<file path="src/common/mpmc_cfg_pkg.sv">
package mpmc_cfg_pkg;

	// ============================================================
	// Channel configuration
	// ============================================================

	// Four APB channels share the memory through one pipeline
	localparam int num_channels = 4;

	// Data width of each channel in bits, indexed by channel number
	// Channel 0 moves a whole line per transfer
	// Channel 3 moves a single byte per transfer
	localparam int ch_width [num_channels] = '{128, 64, 32, 8};

	// ============================================================
	// Memory geometry
	// ============================================================

	// A memory line holds sixteen bytes
	localparam int line_bytes = 16;

	// The store holds this many lines
	// Address bits above the line index are ignored so addresses wrap
	localparam int line_count = 256;

	// Width of the line index taken from the APB address
	// It sits just above the four byte-in-line address bits
	localparam int line_index_bits = 8;

	// ============================================================
	// Types
	// ============================================================

	// Names one of the channels
	// Two bits cover all four, and the round-robin arithmetic
	// relies on it wrapping from channel 3 back to channel 0
	typedef logic [1:0] ch_id_t;

endpackage

</file>
<file path="src/hw/mpmc_port_select.sv">
module mpmc_port_select (
	input  logic clk,
	input  logic reset,
	input  logic psel_0,
	input  logic penable_0,
	input  logic pwrite_0,
	input  logic [31:0] paddr_0,
	input  logic [mpmc_cfg_pkg::ch_width[0]-1:0] pwdata_0,
	input  logic [mpmc_cfg_pkg::ch_width[0]/8-1:0] pstrb_0,
	input  logic psel_1,
	input  logic penable_1,
	input  logic pwrite_1,
	input  logic [31:0] paddr_1,
	input  logic [mpmc_cfg_pkg::ch_width[1]-1:0] pwdata_1,
	input  logic [mpmc_cfg_pkg::ch_width[1]/8-1:0] pstrb_1,
	input  logic psel_2,
	input  logic penable_2,
	input  logic pwrite_2,
	input  logic [31:0] paddr_2,
	input  logic [mpmc_cfg_pkg::ch_width[2]-1:0] pwdata_2,
	input  logic [mpmc_cfg_pkg::ch_width[2]/8-1:0] pstrb_2,
	input  logic psel_3,
	input  logic penable_3,
	input  logic pwrite_3,
	input  logic [31:0] paddr_3,
	input  logic [mpmc_cfg_pkg::ch_width[3]-1:0] pwdata_3,
	input  logic [mpmc_cfg_pkg::ch_width[3]/8-1:0] pstrb_3,
	input  logic [mpmc_cfg_pkg::num_channels-1:0] done,
	output logic req_valid,
	output mpmc_cfg_pkg::ch_id_t req_ch,
	output logic req_write,
	output logic [11:0] req_addr,
	output logic [8*mpmc_cfg_pkg::line_bytes-1:0] req_data,
	output logic [mpmc_cfg_pkg::line_bytes-1:0] req_strb
);
	import mpmc_cfg_pkg::*;

	logic [num_channels-1:0] access;
	logic [num_channels-1:0] write_vec;
	logic [11:0] addr_vec [num_channels];
	logic [8*line_bytes-1:0] data_vec [num_channels];
	logic [line_bytes-1:0] strb_vec [num_channels];
	logic [num_channels-1:0] in_flight;
	logic [num_channels-1:0] pending;
	logic [num_channels-1:0] grant_onehot;
	logic grant_valid;
	ch_id_t grant_ch;
	ch_id_t rr_ptr;

	// ============================================================
	// Channel views
	// ============================================================

	// A channel is in its APB access phase when both psel and penable are up
	assign access = {psel_3 & penable_3, psel_2 & penable_2,
		psel_1 & penable_1, psel_0 & penable_0};
	assign write_vec = {pwrite_3, pwrite_2, pwrite_1, pwrite_0};

	// Only the line index and byte-in-line bits are kept
	assign addr_vec[0] = paddr_0[11:0];
	assign addr_vec[1] = paddr_1[11:0];
	assign addr_vec[2] = paddr_2[11:0];
	assign addr_vec[3] = paddr_3[11:0];

	// Narrow channels are zero extended to line width, low aligned
	assign data_vec[0] = pwdata_0;
	assign data_vec[1] = {{(8*line_bytes-ch_width[1]){1'b0}}, pwdata_1};
	assign data_vec[2] = {{(8*line_bytes-ch_width[2]){1'b0}}, pwdata_2};
	assign data_vec[3] = {{(8*line_bytes-ch_width[3]){1'b0}}, pwdata_3};
	assign strb_vec[0] = pstrb_0;
	assign strb_vec[1] = {{(line_bytes-ch_width[1]/8){1'b0}}, pstrb_1};
	assign strb_vec[2] = {{(line_bytes-ch_width[2]/8){1'b0}}, pstrb_2};
	assign strb_vec[3] = {{(line_bytes-ch_width[3]/8){1'b0}}, pstrb_3};

	// A channel whose request is already in the pipeline keeps its access
	// phase open until pready, so it must not be granted a second time
	assign pending = access & ~in_flight;

	// ============================================================
	// Round-robin grant
	// ============================================================

	// Search starts at rr_ptr and walks upward with wrap
	// The loop runs from the far end so the nearest pending channel wins
	always_comb begin
		ch_id_t cand;
		grant_valid = 1'b0;
		grant_ch = rr_ptr;
		grant_onehot = '0;
		for (int i = num_channels - 1; i >= 0; i--) begin
			cand = rr_ptr + ch_id_t'(i);
			if (pending[cand]) begin
				grant_valid = 1'b1;
				grant_ch = cand;
			end
		end
		if (grant_valid)
			grant_onehot[grant_ch] = 1'b1;
	end

	// In-flight bits are set on grant and dropped the edge after done
	// A channel cannot be granted and done on the same edge
	always_ff @(posedge clk) begin
		if (reset) begin
			req_valid <= 1'b0;
			in_flight <= '0;
			rr_ptr <= '0;
		end else begin
			req_valid <= grant_valid;
			in_flight <= (in_flight & ~done) | grant_onehot;
			if (grant_valid)
				rr_ptr <= grant_ch + ch_id_t'(1);
		end
	end

	// Capture of the granted request for the mask stage
	always_ff @(posedge clk) begin
		if (grant_valid) begin
			req_ch <= grant_ch;
			req_write <= write_vec[grant_ch];
			req_addr <= addr_vec[grant_ch];
			req_data <= data_vec[grant_ch];
			req_strb <= strb_vec[grant_ch];
		end
	end

endmodule

</file>
<file path="config.mk">
export PLATFORM = sky130hd
export DESIGN_NAME = mpmc_port_select
export DESIGN_NICKNAME = d
export VERILOG_FILES = /design/src/common/mpmc_cfg_pkg.sv /design/src/hw/mpmc_port_select.sv
export SDC_FILE = /design/constraint.sdc
export NUM_CORES = 1
export LEC_CHECK = 0
export BUFFER_PORTS_ARGS = -buffer_cell sky130_fd_sc_hd__clkbuf_2
export CORE_AREA = 3 3 220 222
export CTS_BUF_LIST = sky130_fd_sc_hd__clkbuf_8 sky130_fd_sc_hd__clkbuf_16
export DETAILED_ROUTE_END_ITERATION = 8
export DIE_AREA = 0 0 223 225
export GPL_TIMING_DRIVEN = 0
export PLACE_DENSITY = 0.44
export SLEW_MARGIN = 20
export SYNTH_ARGS = -nofsm -noshare
export SYNTH_HDL_FRONTEND = slang
export SYNTH_SLANG_ARGS = --single-unit
export TNS_END_PERCENT = 1
</file>
<file path="constraint.sdc">
create_clock -name clk -period 6.5 [get_ports clk]
set_input_delay 0 -clock clk [delete_from_list [all_inputs] [get_ports clk]]
set_output_delay 0 -clock clk [all_outputs]
set_load 0.02 [all_outputs]
</file>
Word level (Yosys, flattened, before mapping)
Cells that the tools add are included.

Add/sub/neg operators: 4. Multiply operators: 0. Div/mod/pow operators: 0. Magnitude comparators: 7. Eq/ne operators: 0. Shift-type cells: 0. Muxes and demuxes: 30. Bitwise operators: 10. Reduce and logical (&&, ||, !) cells: 1.

Operators by type and width (number): binary-select mux 128 bit (select 2 bit) (1); 2-to-1 mux 128 bit (2); binary-select mux 16 bit (select 2 bit) (1); 2-to-1 mux 16 bit (2); binary-select mux 12 bit (select 2 bit) (1); 2-to-1 mux 12 bit (2); < comparator 2 x 3 -> 1 bit, second input constant (5); binary-select mux 1 bit (select 2 bit) (5); 2-to-1 mux 1 bit (10); bitwise AND 4 bit (2); 2-to-1 mux 2 bit (4); inverter 4 bit (2); adder 2 x 1 -> 2 bit, second input constant (2); adder 2 bit, second input constant (2); bitwise AND 1 bit (4); 2-to-1 mux 4 bit (1); bitwise OR 4 bit (1); greater-or-equal comparator 3 bit, second input constant (1); inverter 2 -> 3 bit (1); demux 1 bit (select 2 bit) (1); greater-or-equal comparator 2 x 1 -> 1 bit, second input constant (1); logical AND 1 bit (1).

Register bits: 166. Latch bits: 0. Memory bits (writable): 0. ROM bits: 0. Bits of input ports: 407. Output and inout bits: 160. Logic and storage cells: 60. Memories: 0.

Logic depth before layout (Yosys ltp)
Gate-level depths: netlist (run 1).

Word-level depth: 14. Gate-level depth with buffers: 8. Depth with buffers taken out: 5.

Worst setup path after synthesis (run 1)
Ideal clock, no wire load.

Kind: reg-to-reg. Start point: reg in_flight[0]. End point: reg req_addr[0] (enable). Setup time: 2.069 ns. Data arrival time: 4.972 ns. Required time: 4.431 ns. Setup slack: -0.541 ns. Cell stages (with the launch flop): 3. Buffers on the path: 0. Period minus slack after synthesis: 7.041 ns. Cell sequence: dfxtp_1 > nand3b_1 > nand4_1.

Longest elaborated chain between the ends: 8. Elaborated cells between the ends (all ways): 14. Those cells by class: mux (12); bitwise (2).

Ends and longest elaborated chain: from (decl) (line mpmc_port_select.sv:43) `logic [num_channels-1:0] in_flight;`; from (signal assigned) (line mpmc_port_select.sv:110) `in_flight <= (in_flight & ~done) | grant_onehot;`; inverter 4 bit (*) (line mpmc_port_select.sv:77) `assign pending = access & ~in_flight;`; bitwise AND 4 bit (*) (line mpmc_port_select.sv:77); binary-select mux 1 bit (select 2 bit) (line mpmc_port_select.sv:92) `if (pending[cand]) begin`; 2-to-1 mux 1 bit (implied by the code) (line mpmc_port_select.sv:92); 2-to-1 mux 1 bit (3 in a row) (line mpmc_port_select.sv:92); 2-to-1 mux 1 bit (*) (line mpmc_port_select.sv:92); net grant_valid (line mpmc_port_select.sv:46) `logic grant_valid;`; to (signal assigned) (line mpmc_port_select.sv:121) `req_addr <= addr_vec[grant_ch];`; to (decl) (line mpmc_port_select.sv:32) `output logic [11:0] req_addr,`.

Mark *: on every way through the listed nets, which the timed path passes. The rest lies on a longest branch. The select of a mux whose other input is x is not followed. A chain may end at the register's enable or synchronous reset.

Worst setup path after layout (run 1)
Start point: reg rr_ptr[0]. End point: reg req_data[4] (netlist name) (data pin).

Longest elaborated chain between the ends: 11. Elaborated cells between the ends (all ways): 19. Those cells by class: add/sub (3); mux (15); bitwise (1).

Ends and longest elaborated chain: from (decl) (line mpmc_port_select.sv:48) `ch_id_t rr_ptr;`; from (signal assigned) (line mpmc_port_select.sv:112) `rr_ptr <= grant_ch + ch_id_t'(1);`; adder 2 bit (line mpmc_port_select.sv:91) `cand = rr_ptr + ch_id_t'(i);`; binary-select mux 1 bit (select 2 bit) (line mpmc_port_select.sv:92); 2-to-1 mux 1 bit (implied by the code) (line mpmc_port_select.sv:92); 2-to-1 mux 2 bit (3 in a row) (line mpmc_port_select.sv:92); 2-to-1 mux 2 bit (*) (line mpmc_port_select.sv:92); net grant_ch[0] (line mpmc_port_select.sv:47) `ch_id_t grant_ch;`; inverter 2 -> 3 bit (implied by the code) (*) (line mpmc_port_select.sv:122) `req_data <= data_vec[grant_ch];`; binary-select mux 128 bit (select 2 bit) (*) (line mpmc_port_select.sv:122); 2-to-1 mux 128 bit (implied by the code) (*) (2 in a row) (line mpmc_port_select.sv:122); to (signal assigned) (line mpmc_port_select.sv:122); to (decl) (line mpmc_port_select.sv:33) `output logic [8*mpmc_cfg_pkg::line_bytes-1:0] req_data,`.

Marks and branches as above.

==> impl_metrics.toml, run 1 <==
[final_layout]
finish.utilization = 0.3012
area_growth_pct = 91.39
final_layout_size_suffix_gt1_frac = 0.4300
final_nets = 1673
stdcell_area_um2 = 14020

[floorplan]
rows = 79
fp.dieH_um = 225
io_pins = 567
die_w_um = 223
core_region_area_um2 = 46560
start_util = 0.1574
dieArea_um2 = 50180

[cts]
htreeDepth = 4
clkSinkCount = 166
cts_root_buf = "clkbuf_16"
cts_tree = "done"
cts_made_buffers = 17
clockBufferDepth = 2
clk-insertion-delay-late_ps = 480
path_clk_slew_ps = 70
ctsResizeCount = 0

[global_routing]
antenna_found_initial = 3
grt_pass1_vias = 7845
gr-total-overflow = 0
grt_pass1_wl_um = 44980
grt_max_degree = 17
grtUsageTotal = 0.1212

[yosys]
ys_seq_elements = 166
synth_warnings = 0
yosysUniqueCellTypes = 31
async_flop_share = 0
synth-edff-count = 159
synthFlopType = "edfxtp_1"
syn_nets = 885
yosysSeqAreaShare = 0.6709
syn_avg_cell_area_um2 = 15.33
syn_inst = 478
syn_area_um2 = 7326

[power_and_ir_drop]
power.leakage_nw = 6.341
switchingPower_mw = 1.274
peakVddDrop_uv = 191.2
p_total_mw = 4.010
power_density_nw_per_um2 = 286.0
p_int_mw = 2.737
p_sw_frac = 0.3176
clkPwrFrac = 0.275
p_comb_frac = 0.350
sequentialPowerShare = 0.375

[route]
drc_errors = 0
viasPerCell = 3.812
num_vias = 7193
ant_nets = 0
drtIter0Drc = 277
routedWlPerCell_um = 16.10
drtPass1Iterations = 4
routed_wl_um = 30390

[outcome]
status = "completed"

[place]
port_buffers = 486
gp_congestion = 0.8216
placed_cell_area_um2 = 10710
hpwl_um = 23310
dpl_worst_slack_ps = 3642

[timing]
fin_crit_ps = 3788
worst_slack_ps = 2712
period_share = 0.5827
max_freq_ghz = 0.2640
hold_slack_ps = 61.81
tightest_slew_ps = 808.0
hold_viol = 0
slew_headroom = 0.4613
drv_slew = 0
skew_ps = 10.86
rsz0062_at_grt = "no"
setup_viol = 0

[setup_path]
end_kind = "flip-flop"
worstPathArrival_ps = 4020
reg2reg_from = "rr_ptr[0]"
cp-start-kind = "flip-flop"
required_ps = 6730
setup.worst_path.start = "rr_ptr[0]"
cp_max_fo = 10
worst-setup-path-type = "reg2reg"

[hold_path]
hold_path.startpoint = "pwrite_2"
hold_path.class = "in2reg"

[flow_run]
cap_violations = 0
## area by class of cell
cell class,instances,area [µm²]
diodes,1,2.502
plain buffers,34,157.7
clock buffers,17,425.4
clock inverters,15,200.2
fillers,4820,32540
inverters,5,18.77
multi-input cells,273,2235
flip-flops and latches,166,4916
well taps,607,759.5
repair buffers,769,5306
## Yosys cell counts, drive strengths merged, types with 2 or more instances
cell     instances  area (µm²)
a21oi            6       30.03
a22o            36       315.3
a311oi           2       17.52
a32o             3       30.03
and2            72       450.4
and3b            2       17.52
buf             16       90.09
clkbuf          18       67.56
dfxtp            7       140.1
edfxtp         159        4775
inv              5       18.77
mux2i           93       930.9
nand2            3       11.26
nand3            2       10.01
nand3b           4       30.03
nand4bb          2       22.52
nor2             6       22.52
nor2b            2       12.51
o211ai           2       15.01
o21ai            2       10.01
o2bb2ai         27       236.5
## cell families after synthesis
group	after synthesis	synth area share
buffers and inverters	39	0.02408
and+or+nand+nor	97	0.08250
AOI/OAI and AO/OA	83	0.09548
muxes	93	0.1271
DFF	166	0.6709
## sequential cells by signal, indices dropped and copies added, names as in the netlist
register / flops
rr_ptr: 2
req_ch: 2
req_data: 128
in_flight: 4
req_write: 1
req_valid: 1
req_strb: 16
req_addr: 12
## path summary, 6_finish.rpt
kind | endpoint | slack (ps) | cells past startpoint
max | req_data[4] | 2710 | 9
min | req_write | 60 | 3
max reg2reg | req_data[4] | 2710 | 9
min reg2reg | rr_ptr[0] | 670 | 2
## power groups by stage
stage                     clock network, mW  logic [mW]  registers (mW)
after floorplan                           0       0.375            1.82
after global placement                    0        1.12            1.57
after detailed placement                  0        1.15            1.53
after CTS                              1.16        1.42            1.51
after global routing                   1.20        1.51            1.53
final                                  1.10        1.40            1.50
## critical path, cell delays in order (launching register included)
cell,delay [ps]
dfxtp_1,480
nand4bb_1,300
o211ai_1,130
a21oi_1,410
buf_4,310
buf_2,430
mux2i_1,260
dlygate4sd3_1,580
mux2i_1,70
dlygate4sd3_1,570
## layout by cell type, fill, tap and decap left out, drive strengths merged, types with 3 or more instances in the layout
cell / synthesis / routed
clkbuf: 18 / 521
dlygate4sd3: 0 / 268
edfxtp: 159 / 159
mux2i: 93 / 93
and2: 72 / 72
a22o: 36 / 36
buf: 16 / 31
o2bb2ai: 27 / 27
inv: 5 / 8
dfxtp: 7 / 7
clkinv: 0 / 7
a21oi: 6 / 6
nor2: 6 / 6
nand3b: 4 / 4
bufinv: 0 / 4
nand2: 3 / 3
a32o: 3 / 3
## metrics by stage
step           TNS (ps)  instances
3_3_place_gp    -737160       1571
6_report              0       1887
5_1_grt               0       1887
3_5_place_dp          0       1586
4_1_cts               0       1886
2_1_floorplan    -84260        478
## metal layers
| metal | vias up | track usage | wire [µm] |
|---|---|---|---|
| met4 | 4 | 0.05537 | 923 |
| li1 | 3441 | - | - |
| met3 | 41 | 0.04051 | 2226 |
| met2 | 337 | 0.2195 | 15770 |
| met5 | - | 0 | 21 |
| met1 | 3370 | 0.1272 | 11450 |
## what timing repair did
item	in CTS	in global routing
hold endpoints to repair	162	0
hold buffers	268	0
setup buffers	0	0
(Power assumes the default switching activity.)
==> inputs of run 2 (changes only) <==
==> constraint.sdc (replaced) <==
create_clock -name clk -period 3.2 [get_ports clk]
set_input_delay 0 -clock clk [delete_from_list [all_inputs] [get_ports clk]]
set_output_delay 0 -clock clk [all_outputs]
set_load 0.02 [all_outputs]
==> impl_metrics.toml, run 2 (synthesis results as in run 1) <==
[power_and_ir_drop]
power_density_nw_per_um2 = 557.1
p_total_mw = 8.005
peakVddDrop_uv = 388.5
power.leakage_nw = 6.454

[floorplan]
fp.dieH_um = 225
core_region_area_um2 = 46560
rows = 79
dieArea_um2 = 50180
io_pins = 567
start_util = 0.1574
die_w_um = 223

[cts]
clockBufferDepth = 2
path_clk_slew_ps = 60
cts_tree = "done"
clkSinkCount = 166
clk-insertion-delay-late_ps = 480
cts_root_buf = "clkbuf_16"
htreeDepth = 4
cts_made_buffers = 17

[setup_path]
critical_path.slowest_cell = "dlygate4sd3_1"
cp_top_family = "buffers and inverters"
cp_cell_sequence = "nand4bb_1 > o211ai_1 > a21oi_2 > buf_4 > buf_2 > mux2i_1 > dlygate4sd3_1 > mux2i_1"
setup.worst_path.start = "rr_ptr[0]"
cp-start-kind = "flip-flop"
cp_max_fo = 10
worst-setup-path-type = "reg2reg"
end_kind = "flip-flop"
slowest_delay_ps = 570
worstPathArrival_ps = 3270
reg2reg_from = "rr_ptr[0]"
path_buf_inv = 3
required_ps = 3410
path_common_cell = "mux2i_1"

[place]
hpwl_um = 23310
dpl_worst_slack_ps = 342.5
gp_congestion = 0.8216
port_buffers = 486

[final_layout]
multiInputGateArea_um2 = 2250
final_layout_size_suffix_gt1_frac = 0.4200
top_register = "req_data"
final_common_cell = "clkbuf_2"
largest_reg_flops = 128
register_area_um2 = 4916
area_growth_pct = 96.14
fill_cells = 4733
reg.largest.list = "req_data: 128 flops, req_strb: 16 flops, req_addr: 12 flops"
layout_common_cells = "486 x clkbuf_2, 301 x dlygate4sd3_1, 159 x edfxtp_1, 93 x mux2i_1, 72 x and2_1"
final_nets = 1706

[global_routing]
gr-total-overflow = 0
grt_pass1_wl_um = 47070
grt_max_degree = 17
grtUsageTotal = 0.1265
grt_pass1_vias = 8143
antenna_found_initial = 3

[timing]
period_share = 0.9578
rsz0062_at_grt = "yes"
tightest_slew_ps = 791.4
worst_slack_ps = 135.1
slew_headroom = 0.4724
max_freq_ghz = 0.3263
fin_crit_ps = 3065
setup_viol = 0
skew_ps = 12.95
hold_viol = 0
drv_slew = 0

[route]
drtPass1Iterations = 4
routed_wl_um = 31940
routedWlPerCell_um = 16.62
viasPerCell = 3.815
ant_nets = 0
drc_errors = 0
drtIter0Drc = 267
num_vias = 7329

[hold_path]
hold_path.class = "in2reg"
hold_path.startpoint = "penable_1"

[outcome]
status = "completed"

[flow_run]
cap_violations = 0
run 2: final cells by class:
cell class / count / share of cell area
clock inverters: 15 / 0.01393
repair buffers: 802 / 0.3923
flip-flops and latches: 166 / 0.3421
plain buffers: 34 / 0.01097
well taps: 607 / 0.05286
diodes: 2 / 0.0003483
clock buffers: 17 / 0.02961
inverters: 5 / 0.001306
multi-input cells: 273 / 0.1566
run 2: repair_timing:
action,in CTS,in global routing
hold buffers,301,0
resized for setup,0,2
setup endpoints to repair,0,13
setup buffers,0,0
hold endpoints to repair,162,0
run 2: final timing paths:
check | to | slack [ps] | depth (start not counted)
setup reg to reg | req_addr[11] | 140 | 8
setup / recovery | req_addr[11] | 140 | 8
hold reg to reg | rr_ptr[0] | 670 | 2
hold / removal | rr_ptr[1] | 70 | 5
run 2: metrics by stage:
step	cells	utilization	hold slack (ps)	setup TNS (ps)	cell area, µm²
finish	1921	0.3086	71.53	0	14370
global placement	1571	0.2259	270.6	-1278360	10520
global route	1920	0.3086	27.70	-73.12	14370
detailed placement	1586	0.2301	278.3	0	10710
CTS	1919	0.3082	18.88	0	14350
floorplan	478	-	69.07	-624390	7327
run 2: worst reg2reg max path, delay by kind of cell (launching register included):
kind / cells / cell delay (ps)
multiplexers: 2 / 300
buffers and inverters: 3 / 1240
flip-flops: 1 / 480
AO/OA/AOI/OAI: 2 / 460
AND/OR/NAND/NOR: 1 / 340
run 2: metal layers:
layer,vias to the layer above,global-route usage,part of all wire,routed length [µm]
li1,3510,-,-,-
met1,3409,0.1291,0.37,11860
met2,344,0.2312,0.52,16600
met3,62,0.04442,0.072,2295
met4,4,0.05968,0.036,1152
met5,-,0,0.00085,27
run 2: power breakdown:
part / total [mW] / internal [mW] / switching [mW]
clock network: 2.24 / 1.31 / 0.934
logic: 2.71 / 1.17 / 1.53
registers: 3.06 / 2.94 / 0.120
total: 8.01 / 5.42 / 2.59
==> inputs of run 3 (changes only) <==
--- a/config.mk
+++ b/config.mk
@@ -7,7 +7,7 @@
 export LEC_CHECK = 0
 export BUFFER_PORTS_ARGS = -buffer_cell sky130_fd_sc_hd__clkbuf_2
 export CORE_AREA = 3 3 220 222
-export CTS_BUF_LIST = sky130_fd_sc_hd__clkbuf_8 sky130_fd_sc_hd__clkbuf_16
+export CTS_BUF_LIST = sky130_fd_sc_hd__clkbuf_16
 export DETAILED_ROUTE_END_ITERATION = 8
 export DIE_AREA = 0 0 223 225
 export GPL_TIMING_DRIVEN = 0
==> constraint.sdc (replaced) <==
create_clock -name clk -period 2.5 [get_ports clk]
set_input_delay 0 -clock clk [delete_from_list [all_inputs] [get_ports clk]]
set_output_delay 0 -clock clk [all_outputs]
set_load 0.02 [all_outputs]
==> impl_metrics.toml, run 3 (synthesis results as in run 1) <==
[cts]
clockBufferDepth = 2
path_clk_slew_ps = 70
cts_made_buffers = 17
cts_tree = "done"
clkSinkCount = 166
htreeDepth = 4
cts_root_buf = "clkbuf_16"
clk-insertion-delay-late_ps = 480

[timing]
max_freq_ghz = 0.4303
drv_slew = 0
setup_viol = 0
fin_tns_setup_ps = 0
fin_crit_ps = 2324
period_share = 0.9296
skew_ps = 16.30
hold_viol = 0
tightest_slew_ps = 582.2
rsz0062_at_grt = "no"
slew_headroom = 0.6118

[place]
port_buffers = 486
hpwl_um = 23310
gp_congestion = 0.8216
placed_cell_area_um2 = 10710

[final_layout]
reg.largest.list = "req_data: 128 flops, req_strb: 16 flops, req_addr: 12 flops"
largest_reg_flops = 128
fill_cells = 4678
top_register = "req_data"
multiInputGateArea_um2 = 2275
final_common_cell = "clkbuf_2"
final_layout_size_suffix_gt1_frac = 0.4244
register_area_um2 = 4917
final_nets = 1716
area_growth_pct = 98.53
layout_common_cells = "490 x clkbuf_2, 312 x dlygate4sd3_1, 159 x edfxtp_1, 91 x mux2i_1, 72 x and2_1"
stdcell_area_um2 = 14540

[setup_path]
required_ps = 2810
end_kind = "flip-flop"
cp_max_fo = 10
cp-start-kind = "flip-flop"
worst-setup-path-type = "reg2reg"
worstPathArrival_ps = 2630

[route]
viasPerCell = 3.848
drtPass1Iterations = 4
ant_nets = 0
drc_errors = 0
num_vias = 7430
drtIter0Drc = 274
routedWlPerCell_um = 16.77
routed_wl_um = 32380

[floorplan]
io_pins = 567
dieArea_um2 = 50180
rows = 79
fp.dieH_um = 225
core_region_area_um2 = 46560
die_w_um = 223
start_util = 0.1574

[global_routing]
met1_usage = 0.1303
grt_pass1_vias = 8293
antenna_found_initial = 4
grt_max_degree = 17
globalRoute.busiestLayer = "met2"
grtUsageTotal = 0.1289
met2_usage = 0.2306
gr-total-overflow = 0
grt_pass1_wl_um = 48010
met3_usage = 0.04572

[outcome]
status = "completed"

[power_and_ir_drop]
p_total_mw = 10.17
peakVddDrop_uv = 497.3
power_density_nw_per_um2 = 699.6
power.leakage_nw = 6.497

[hold_path]
hold_path.class = "in2reg"

[flow_run]
cap_violations = 0
run 3: changes by cell type in the layout (fill, tap and decap cells not counted), moves of 2 or more:
cell / delta
mux2i_1: -2
dlygate4sd3_1: +11
mux2i_2: +2
buf_4: +6
buf_2: -9
buf_6: +3
clkbuf_1: -6
clkbuf_2: +4
run 3: path summary, 6_finish.rpt:
| path | from | end | slack [ps] | cells past startpoint |
|---|---|---|---|---|
| worst max-delay path | in_flight[1] | req_data[9] | 180 | 7 |
| worst min-delay path | penable_1 | rr_ptr[1] | 60 | 5 |
| worst max register to register | in_flight[1] | req_data[9] | 180 | 7 |
| worst min register to register | in_flight[1] | in_flight[1] | 480 | 2 |
run 3: stage by stage:
step / setup slack, ps / util / hold slack, ps / instances
3_3_place_gp: -8539 / 0.2259 / 270.6 / 1571
6_report: 175.9 / 0.3124 / 61.67 / 1931
3_5_place_dp: -357.5 / 0.2301 / 278.3 / 1586
5_1_grt: 16.49 / 0.3123 / 44.50 / 1930
4_1_cts: 0.4601 / 0.3121 / 17.45 / 1929
2_1_floorplan: -4526 / - / 69.07 / 478
run 3: routing by layer:
metal,part of all wire,wire (µm),vias to the layer above
met1,0.37,11860,3437
met3,0.076,2445,78
met2,0.51,16590,383
li1,-,-,3526
met5,0.00086,28,-
met4,0.045,1456,6
run 3: power by group:
group	total, mW	switching [mW]	leakage (nW)	internal, mW
Clock	2.88	1.21	0.305	1.67
Combinational	3.38	1.95	4.48	1.43
Sequential	3.91	0.153	1.72	3.76
run 3: worst max-delay path: stages, from the launching register on:
cell,delay [ps]
dfxtp_1,340
and3b_1,250
or3_1,420
a41oi_4,400
nor2b_1,180
buf_4,200
buf_4,210
o2bb2ai_1,150
run 3: layout make-up:
class                   instances  area share
plain buffers                  32     0.01299
well taps                     607     0.05222
diodes                          2   0.0003441
clock inverters                15     0.01376
multi-input cells             273      0.1564
repair buffers                814      0.3956
clock buffers                  17     0.02925
flip-flops and latches        166      0.3381
inverters                       5    0.001290
run 3: what timing repair did:
| item | in CTS | in global routing |
|---|---|---|
| endpoints found under the hold margin | 162 | 0 |
| endpoints found under the setup margin | 86 | 62 |
| hold buffers | 312 | 0 |
| cloned | 0 | 0 |
| resized for setup | 21 | 4 |
| buffers inserted | 0 | 1 |
| pin swaps | 1 | 2 |
